===== config.mk =====
export PLATFORM = sky130hd
export DESIGN_NAME = apbCacheFrontEnd
export DESIGN_NICKNAME = d
export VERILOG_FILES = /design/src/cachePkg.sv /design/src/apbCacheFrontEnd.sv
export SDC_FILE = /design/constraint.sdc
export NUM_CORES = 1
export LEC_CHECK = 0
export ABC_AREA = 1
export BUFFER_PORTS_ARGS = -buffer_cell sky130_fd_sc_hd__buf_4
export CORE_MARGIN = 10
export CORE_UTILIZATION = 21
export DETAILED_ROUTE_END_ITERATION = 8
export PLACE_DENSITY = 0.77
export SETUP_SLACK_MARGIN = 0.1
export SKIP_CTS_REPAIR_TIMING = 1
export SLEW_MARGIN = 20
export SYNTH_ARGS = -nofsm -noshare
export SYNTH_HDL_FRONTEND = slang
export SYNTH_SLANG_ARGS = --single-unit

===== constraint.sdc =====
create_clock -name clk -period 0.8 [get_ports clk]
set_input_delay 0 -clock clk [delete_from_list [all_inputs] [get_ports clk]]
set_output_delay 0 -clock clk [all_outputs]
set_load 0.02 [all_outputs]

===== src/cachePkg.sv =====
// Cache geometry constants, state encodings, address union and line type
package cachePkg;

    // Word and line geometry
    localparam int WordWidth    = 16;
    localparam int WordsPerLine = 8;
    localparam int OffsetWidth  = 3;
    localparam int IndexWidth   = 11;
    localparam int TagWidth     = 2;
    localparam int AddrWidth    = 16;
    localparam int NumLines     = 2048;

    // Front end states
    localparam logic [1:0] FeIdle     = 2'd0;
    localparam logic [1:0] FeLookup   = 2'd1;
    localparam logic [1:0] FeWait     = 2'd2;
    localparam logic [1:0] FeRelookup = 2'd3;

    // Fill engine states
    localparam logic [2:0] FillIdle      = 3'd0;
    localparam logic [2:0] FillWriteBack = 3'd1;
    localparam logic [2:0] FillRead      = 3'd2;
    localparam logic [2:0] FillInstall   = 3'd3;
    localparam logic [2:0] FillDone      = 3'd4;

    // Refill walk is eight reads plus one cycle for the last data word
    localparam logic [3:0] ReadLastCount = 4'd8;

    // Word address seen two ways
    // Cache side splits it into fields, memory side uses it flat
    typedef union packed {
        struct packed {
            logic [TagWidth-1:0]    tag;
            logic [IndexWidth-1:0]  index;
            logic [OffsetWidth-1:0] offset;
        } field;
        logic [AddrWidth-1:0] flat;
    } cacheAddr_u;

    // One cache line, word 0 in the low bits
    typedef logic [WordsPerLine-1:0][WordWidth-1:0] cacheLine_t;

endpackage


===== src/apbCacheFrontEnd.sv =====
// APB slave FSM issuing cache lookups, word writes and fill requests
`timescale 1ns/1ps

module apbCacheFrontEnd (
    input  logic                     clk,
    input  logic                     rst,
    input  logic                     PSEL,
    input  logic                     PENABLE,
    input  logic                     PWRITE,
    input  cachePkg::cacheAddr_u     PADDR,
    input  logic [15:0]              PWDATA,
    output logic [15:0]              PRDATA,
    output logic                     PREADY,
    output logic                     hitFlag,
    output logic                     lookup,
    output cachePkg::cacheAddr_u     lookupAddr,
    output logic                     wordWrite,
    output logic [15:0]              wordData,
    input  logic                     hit,
    input  logic [15:0]              readWord,
    output logic                     fillStart,
    input  logic                     fillDone
);
    import cachePkg::*;

    logic [1:0] state;
    logic [1:0] stateNext;

    // Host holds PADDR for the whole access, so it feeds the store directly
    assign lookupAddr = PADDR;
    assign wordData   = PWDATA;

    // Lookup on access entry, and again once the line is in place
    assign lookup = ((state == FeIdle) && PSEL && PENABLE) ||
                    ((state == FeWait) && fillDone);

    // Second lookup after a fill always hits
    assign PREADY = ((state == FeLookup) && hit) || (state == FeRelookup);

    // Write lands at the edge closing the ready cycle
    assign wordWrite = PREADY && PWRITE;
    assign PRDATA    = readWord;

    // Miss on the first lookup hands over to the fill engine
    assign fillStart = (state == FeLookup) && !hit;

    // A ready cycle in the lookup state is a first lookup hit
    // Relookup is only reached after a first lookup miss
    assign hitFlag = PREADY && (state == FeLookup);

    always_comb begin
        stateNext = state;
        case (state)
            FeIdle: begin
                if (PSEL && PENABLE) begin
                    stateNext = FeLookup;
                end
            end
            FeLookup: begin
                // Hit finishes here, miss waits for the line
                stateNext = hit ? FeIdle : FeWait;
            end
            FeWait: begin
                if (fillDone) begin
                    stateNext = FeRelookup;
                end
            end
            default: begin
                stateNext = FeIdle;
            end
        endcase
    end

    always_ff @(posedge clk) begin
        if (rst) begin
            state <= FeIdle;
        end else begin
            state <= stateNext;
        end
    end

endmodule


==> impl_results.md <==
* Post-route cell area at 345 sq um
* Fin Clk Skew at 0.00748 ns
* Vert. Die Dim at 67.8 microns
* Yosys top cell by area: buf_4
* Worst rel slew slack at 0.904
* Synth warn at 0
* Fmax at 1030 MHz
* Core ar. at 0.00219 sq mm
* Fin nets at 92
* Synth top area cells: buf_4, dfxtp_1, inv_1
* Outcome: finished, violations left
* Remaining DRCs at 0
* Peak VDD IR at 0.653 mV
* Clock Tree Buf Depth at 2
* Largest register FFs at 2
* Fin crit share at 1.22
* Most common cell in the synthesized netlist: buf_4
* Routed Antenna Nets at 0
* Largest net degree at the start of global routing at 6
* PD cells at 1590 mW/mm^2
* Clk pin slew, worst setup/hold paths at 0.04 ns
* Tmin final at 0.975 ns
* Clock latency on the worst-skew pair at 0.24 ns
* TritonCTS Buffers at 3
* Filler cell count at 251
* Switching portion of total power at 0.304
* Syn-to-layout area delta at -28.1%
* Post-DR wirelength/cell at 13.0 microns
* Grt total ovfl at 0
* CTS H-tree depth at 1
* DRT Pass-1 Iters at 2
* Worst hold-check slack at 0.00000776 ns
* HP Start: PADDR[2]
* Initial Utilization at 0.219
* Top-area cell type share of the netlist area at 0.750
* Die area at 0.00460 sq mm
* TritonCTS sink count at 2
* Gate Count Post-Synth at 66
* Initial antenna violation count at 0
* Async set or reset register ratio after synthesis at 0
* Buffers added on ports at 11
* GRT Overall Usage at 0.0313
* DR vias/cell at 3.70
* HPWL Detailed at 595 microns
* RSZ-0062 raised after global routing: true
* Root Buffer: clkbuf_4
* Post-synth net total at 121
* Share of cells above drive strength 1 at 0.806
* LEAKAGE at 0.159 nW
* Vias in the first global route at 258
* HP Class: primary input to output pin
* DRT iter0 DRCs at 5
* Post-synth EDFFs at 0
* Total routed wirelength at 834 microns
* Crit path from: state[1]$_SDFFE_PP0P_
* Int Power at 0.382 mW
* Synth Flop Type: dfxtp_1
* Area of the multi-input gates at 95.1 sq um
* Critical Path Start Type: flip-flop
* Die X at 67.8 microns
* Maximum fanout along the worst path at 5
* Post-synthesis sequential area ratio at 0.0833
* N_diodes at 0
* Syn_area_per_cell at 7.28 sq um
* Row count at 17
* Arrival time worst endpoint at 0.97 ns
* Final hold viol count at 0
* Comb pwr share at 0.290
* Final Setup Violations at 6
* Final core occ at 0.158
* Seq pwr share at 0.223
* Placed Area at 267 sq um
* Critical Path Sink Type: output pin
* Gpl congestion at 0.686
* Fin. max-slew vios at 0
* Slew @ Worst Pin at 0.144 ns
* Synth top cells by count: buf_4, inv_1, nand2_1, nor2_1, dfxtp_1
* DR vias at 237
* Net Sw Power at 0.167 mW
* Clock power share at 0.486
* I/O pin cnt at 108
* Top Registers: state x2
* Top reg by flops: state
* Violated checks: negative setup slack
* Post-synthesis cell type count at 11
* Crit Path Class: flip-flop to output pin
* #FFs+latches synth at 2
* Crit path required time at 0.80 ns
* RR Startpoint: state[1]$_SDFFE_PP0P_
* CTS tree: yes
* Global-route wire length before repair at 959 microns
* MaxCap Viol Count at 0
* Post-Syn Area at 480 sq um
* Final setup margin at -0.175 ns
* Seq. cell area at 45.0 sq um
[per-layer routing]
metal	GRT usage	share of wire
met5	0	0
met4	0.0905	0.13
met3	0.0277	0.23
met2	0.0293	0.40
met1	0.0157	0.24
[power by group through the flow]
stage	Combinational [mW]	Clock (mW)	Sequential [mW]
6_report	0.159	0.267	0.122
5_1_grt	0.175	0.299	0.123
4_1_cts	0.122	0.280	0.119
3_5_place_dp	0.122	0	0.121
3_3_place_gp	0.121	0	0.120
2_1_floorplan	0.417	0	0.119
[metrics by stage]
stage | TNS (ns) | total power [mW] | instances | setup WS (ns)
finish | -0.755 | 0.549 | 64 | -0.175
global route | -1.02 | 0.597 | 64 | -0.219
CTS | -0.901 | 0.522 | 61 | -0.225
detailed placement | 0 | 0.242 | 57 | 0.0344
global placement | 0 | 0.240 | 57 | 0.0491
floorplan | 0 | 0.535 | 66 | 0.0440
[path summary, 6_finish.rpt]
path	endpoint	slack, ns	depth (start not counted)
worst max-delay path	wordWrite	-0.17	3
worst min register to register	state[1]$_SDFFE_PP0P_	0.56	2
worst min-delay path	lookupAddr[2]	0.000008	0
worst max register to register	state[0]$_SDFFE_PP0P_	-0.03	5
[cell families after synthesis]
group / Yosys count / share of synthesized area
buffers and inverters: 52 / 0.781
AND/OR/NAND/NOR: 11 / 0.120
flip-flops: 2 / 0.0833
AO/OA/AOI/OAI: 1 / 0.0156
[critical path, stage by stage (launching register included)]
cell and delay, ns:
dfxtp_4 0.38, nor2_4 0.05, nor3b_2 0.15, buf_4 0.16
[placed cells by master (no fill, tap or decap)]
cell type | synthesis | layout
and3_1 | 1 | 1
buf_4 | 48 | 8
buf_6 | 0 | 5
clkbuf_1 | 0 | 1
clkbuf_4 | 0 | 3
dfxtp_2 | 0 | 1
dfxtp_4 | 0 | 1
dlygate4sd3_1 | 0 | 1
inv_1 | 4 | 1
inv_2 | 0 | 2
inv_4 | 0 | 1
nand2_1 | 3 | 2
nand2_2 | 0 | 1
nand3_2 | 1 | 1
nor2_2 | 1 | 2
nor2_4 | 0 | 2
nor3_2 | 0 | 1
nor3b_2 | 0 | 1
o21bai_1 | 1 | 1
[area by class of cell]
| cell class | instances | share of cell area |
|---|---|---|
| clock buffers | 4 | 0.0761 |
| inverters | 4 | 0.0507 |
| multi-input cells | 12 | 0.275 |
| flip-flops and latches | 2 | 0.130 |
| well taps | 28 | 0.101 |
| repair buffers | 14 | 0.366 |
Power figures use the tool's default switching activity.
