===== src/cachePkg.sv =====
// Cache geometry constants, state encodings, address union and line type
package cachePkg;

    // Word and line geometry
    localparam int WordWidth    = 16;
    localparam int WordsPerLine = 8;
    localparam int OffsetWidth  = 3;
    localparam int IndexWidth   = 11;
    localparam int TagWidth     = 2;
    localparam int AddrWidth    = 16;
    localparam int NumLines     = 2048;

    // Front end states
    localparam logic [1:0] FeIdle     = 2'd0;
    localparam logic [1:0] FeLookup   = 2'd1;
    localparam logic [1:0] FeWait     = 2'd2;
    localparam logic [1:0] FeRelookup = 2'd3;

    // Fill engine states
    localparam logic [2:0] FillIdle      = 3'd0;
    localparam logic [2:0] FillWriteBack = 3'd1;
    localparam logic [2:0] FillRead      = 3'd2;
    localparam logic [2:0] FillInstall   = 3'd3;
    localparam logic [2:0] FillDone      = 3'd4;

    // Refill walk is eight reads plus one cycle for the last data word
    localparam logic [3:0] ReadLastCount = 4'd8;

    // Word address seen two ways
    // Cache side splits it into fields, memory side uses it flat
    typedef union packed {
        struct packed {
            logic [TagWidth-1:0]    tag;
            logic [IndexWidth-1:0]  index;
            logic [OffsetWidth-1:0] offset;
        } field;
        logic [AddrWidth-1:0] flat;
    } cacheAddr_u;

    // One cache line, word 0 in the low bits
    typedef logic [WordsPerLine-1:0][WordWidth-1:0] cacheLine_t;

endpackage


===== src/lineFillEngine.sv =====
// Write-back and refill sequencer moving one cache line to and from main memory
`timescale 1ns/1ps

module lineFillEngine (
    input  logic                 clk,
    input  logic                 rst,
    input  logic                 fillStart,
    input  cachePkg::cacheAddr_u lookupAddr,
    input  logic                 victimDirty,
    input  logic [1:0]           victimTag,
    input  cachePkg::cacheLine_t victimLine,
    output logic                 lineInstall,
    output cachePkg::cacheLine_t installLine,
    output logic [1:0]           installTag,
    output logic                 fillDone,
    output cachePkg::cacheAddr_u memAddr,
    output logic                 memWrite,
    output logic [15:0]          memWriteData,
    input  logic [15:0]          memReadData
);
    import cachePkg::*;

    logic [2:0]             state;
    // Word counter, one extra step on the read side
    logic [3:0]             count;
    // Slot of the word returned by the previous read
    logic [OffsetWidth-1:0] prevSlot;
    cacheLine_t             fillLine;

    assign prevSlot = count[OffsetWidth-1:0] - 3'd1;

    assign memWrite     = (state == FillWriteBack);
    assign memWriteData = victimLine[count[OffsetWidth-1:0]];
    assign lineInstall  = (state == FillInstall);
    assign fillDone     = (state == FillDone);
    assign installLine  = fillLine;
    assign installTag   = lookupAddr.field.tag;

    // Address fields, victim tag while writing back, request tag otherwise
    always_comb begin
        memAddr.field.index  = lookupAddr.field.index;
        memAddr.field.offset = count[OffsetWidth-1:0];
        if (state == FillWriteBack) begin
            memAddr.field.tag = victimTag;
        end else begin
            memAddr.field.tag = lookupAddr.field.tag;
        end
    end

    always_ff @(posedge clk) begin
        if (rst) begin
            state <= FillIdle;
            count <= '0;
        end else begin
            case (state)
                FillIdle: begin
                    count <= '0;
                    if (fillStart) begin
                        // Clean victim skips straight to the refill
                        state <= victimDirty ? FillWriteBack : FillRead;
                    end
                end
                FillWriteBack: begin
                    if (count == 4'd7) begin
                        count <= '0;
                        state <= FillRead;
                    end else begin
                        count <= count + 4'd1;
                    end
                end
                FillRead: begin
                    if (count == ReadLastCount) begin
                        count <= '0;
                        state <= FillInstall;
                    end else begin
                        count <= count + 4'd1;
                    end
                end
                FillInstall: begin
                    state <= FillDone;
                end
                default: begin
                    state <= FillIdle;
                end
            endcase
        end
    end

    // Memory data trails its address by one cycle
    // Last word arrives at count 8, where prevSlot wraps to 7
    always_ff @(posedge clk) begin
        if ((state == FillRead) && (count != 4'd0)) begin
            fillLine[prevSlot] <= memReadData;
        end
    end

endmodule


===== config.mk =====
export PLATFORM = sky130hd
export DESIGN_NAME = lineFillEngine
export DESIGN_NICKNAME = d
export VERILOG_FILES = /design/src/cachePkg.sv /design/src/lineFillEngine.sv
export SDC_FILE = /design/constraint.sdc
export NUM_CORES = 1
export LEC_CHECK = 0
export ABC_AREA = 1
export ABC_CLOCK_PERIOD_IN_PS = 4800
export BUFFER_PORTS_ARGS = -buffer_cell sky130_fd_sc_hd__buf_2
export CAP_MARGIN = 25
export CORE_ASPECT_RATIO = 0.5
export CORE_MARGIN = 2
export CORE_UTILIZATION = 40
export DETAILED_ROUTE_END_ITERATION = 12
export PLACE_DENSITY_LB_ADDON = 0.08
export SYNTH_ARGS = -nofsm -noshare
export SYNTH_HDL_FRONTEND = slang
export SYNTH_SLANG_ARGS = --single-unit

===== constraint.sdc =====
create_clock -name clk -period 4.8 [get_ports clk]
set_input_delay 0.48 -clock clk [delete_from_list [all_inputs] [get_ports clk]]
set_output_delay 0.48 -clock clk [all_outputs]
set_load 0.05 [all_outputs]

==> summary.md <==
| Metric | Value |
|---|---|
| Status | completed |
| Final period util | 60.9% |
| Hold path startpoint | rst |
| RD Place Congestion | 0.813 |
| Core box area | 0.0137 mm^2 |
| Max-cap violations | 0 |
| Hold Path End | count[3]$_SDFFE_PP0P_ |
| GRT Resource Usage Total | 21.4% |
| Top_reg_cell synth | edfxtp_1 |
| WP data arrival | 2.94 ns |
| Async set-reset flop share out of synthesis | 0% |
| Die Wd | 172 um |
| Clock latency on the worst-skew pair | 0.41 ns |
| Hold Crit Class | input port to flip-flop |
| Row cnt | 30 |
| Tmin final | 2.92 ns |
| Post-CTS Resized | 0 |
| Power per cell area | 477 mW/mm^2 |
| Initial antenna violation count | 2 |
| I/O pins | 331 |
| Crit Path Max Fanout | 24 |
| Hold_ws | 0.335 ns |
| Die Y | 88.0 um |
| Setup repair bufs after CTS | 0 |
| Yosys reg bits | 135 |
| CP max stage delay | 0.86 ns |
| Final setup viols | 0 |
| Commonest non-fill, non-tap cell in the layout | buf_2 |
| Static Leak | 3.36 nW |
| Vias/cell | 4.79 |
| Top cells by area, synth | edfxtp_1 (68%), o21ai_0 (5.9%), nor2_1 (5.3%) |
| Worst Tran Pin Value | 1.00 ns |
| CP required | 4.82 ns |
| Starting DRT DRC Count | 313 |
| Wirelength, routed | 16700 um |
| Syn Nets | 640 |
| Post-synth EDFFs | 128 |
| Number of global-route vias before repair | 4386 |
| R2R Path Start | count[2]$_SDFFE_PP0P_ |
| Slowest-stage cell, CP | dfxtp_1 |
| Global-route wire length before repair | 23700 um |
| Yosys warns | 0 |
| Die area | 0.0151 mm^2 |
| Sink Count | 135 |
| Yosys top cell area share | 68.2% |
| Hold buffers post-CTS | 0 |
| Area delta synth->final | 39.3% |
| Hold depth | 2 |
| Final nets | 930 |
| Peak supply drop | 0.000251 V |
| CTS buffer count | 17 |
| Slew HR | 33.2% |
| Routed WL per cell | 17.2 um |
| Vias | 4638 |
| Share of layout cells above drive strength 1 | 47.3% |
| WP buf/inv | 1 |
| CP Class | flip-flop to flip-flop |
| Post-synth top area cell | edfxtp_1 |
| Drt drc | 0 |
| Mean post-synth cell area | 11.9 um^2 |
| Unrepaired setup endpoints after global routing | false |
| Sequential area share after synthesis | 70.6% |
| Hold Fails Final Rpt | 0 |
| CP Launch Type | flip-flop |
| Final TNS setup | 0 ns |
| Largest net degree at the start of global routing | 72 |
| CTS tree | yes |
| Mapped Area | 0.00564 mm^2 |
| First drt pass iteration count | 5 |
| Clock skew | 0.0108 ns |
| Crit path capture type | flip-flop |
| Critical Path Source | count[2]$_SDFFE_PP0P_ |
| FF-to-FF End | installLine[112]$_DFFE_PP_ |
| Hpwl dp | 12000 um |
| Clk pin slew, worst setup/hold paths | 0.06 ns |
| Clock Tree Root | clkbuf_16 |
| H-tree levels | 4 |
| Fmax | 342 MHz |
| Initial Util | 41.3% |
| Clock tree buffer depth | 2 |
| Most frequent cells in the layout | buf_2 (305), edfxtp_1 (128), nand2_1 (72) |
| Register-to-Register Setup Slack | 1.88 ns |
| GRT overflow | 0 |
| CP delay by family, top | simple AND/OR/NAND/NOR gates |
| Fin. max-slew vios | 0 |
| ANT nets after route | 0 |
| Distinct cell type count after synthesis | 32 |
| Mapped Cells | 472 |
| I/O Buffers | 305 |
| Worst R2R Path Depth | 4 |
| CP cell instances | inv_2 -> a31oi_1 -> nand2_1 -> nor2_2 |
-- cell type report --
cell class / count / area [um^2]
inverters: 16 / 62.6
well taps: 192 / 240
flip-flops and latches: 135 / 3990
multi-input cells: 279 / 1340
clock buffers: 18 / 429
clock inverters: 13 / 171
fillers: 1295 / 5810
repair buffers: 313 / 1620
diodes: 2 / 5.00
-- per-layer routing --
layer | GRT usage (%) | part of all wire [%] | vias up
li1 | - | - | 2247
met3 | 5.87 | 7.2 | 17
met5 | 0 | 0 | -
met4 | 8.02 | 1.3 | 0
met2 | 38.8 | 51 | 181
met1 | 24.6 | 41 | 2193
-- registers in the layout, indices dropped and copies added, names as in the netlist --
signal and count:
count 4, installLine 128, state 3
-- worst register-to-register path: cells and delay by family, from the launching register on --
kind | cells | cell delay, ns
DFF | 1 | 0.86
buffers and inverters | 1 | 0.33
AOI/OAI and AO/OA | 1 | 0.33
and+or+nand+nor | 2 | 1.03
-- worst max-delay path by stage --
| stage | endpoint | slack, ns | depth (start not counted) |
|---|---|---|---|
| 3_5_place_dp | installLine[23]$_DFFE_PP_ | 1.79 | 4 |
| 5_1_grt | installLine[123]$_DFFE_PP_ | 1.60 | 4 |
| 4_1_cts | installLine[80]$_DFFE_PP_ | 1.79 | 4 |
| 6_report | installLine[112]$_DFFE_PP_ | 1.88 | 4 |
| 2_1_floorplan | installLine[0]$_DFFE_PP_ | 2.30 | 9 |
| 3_3_place_gp | installLine[1]$_DFFE_PP_ | 1.80 | 4 |
-- power by group --
part | total [mW] | switching, mW | internal [mW]
Clock | 1.29 | 0.472 | 0.820
Combinational | 1.09 | 0.818 | 0.273
Sequential | 1.36 | 0.0272 | 1.33
-- through the flow --
| stage | total power, mW | utilization [%] | std cells | area [um^2] | setup slack, ns |
|---|---|---|---|---|---|
| after detailed placement | 2.47 | 52.7 | 931 | 7200 | 1.79 |
| after CTS | 3.77 | 57.1 | 962 | 7800 | 1.79 |
| final | 3.74 | 57.5 | 968 | 7860 | 1.88 |
| after global placement | 2.46 | 52.5 | 929 | 7170 | 1.80 |
| after floorplan | 2.23 | - | 472 | 5640 | 2.30 |
| after global routing | 3.91 | 57.5 | 968 | 7860 | 1.60 |
-- cell usage after synthesis (2+ instances only) --
| library cell | instances |
|---|---|
| a21oi_1 | 3 |
| buf_2 | 5 |
| buf_4 | 21 |
| buf_6 | 4 |
| clkbuf_1 | 9 |
| clkbuf_2 | 2 |
| dfxtp_1 | 7 |
| edfxtp_1 | 128 |
| ha_1 | 2 |
| inv_1 | 12 |
| inv_2 | 3 |
| nand2_1 | 72 |
| nand2_2 | 3 |
| nand3_1 | 7 |
| nand3_2 | 2 |
| nor2_1 | 79 |
| nor3_1 | 2 |
| o21ai_0 | 66 |
| o22ai_1 | 32 |
-- kinds of logic after synthesis --
family          count (synthesis)  synth area share, %
buf+inv                        58                 5.99
flops                         135                 70.6
simple gates                  171                 12.6
fa+ha+maj                       2                0.444
compound gates                106                 10.3
(Power assumes the default switching activity.)
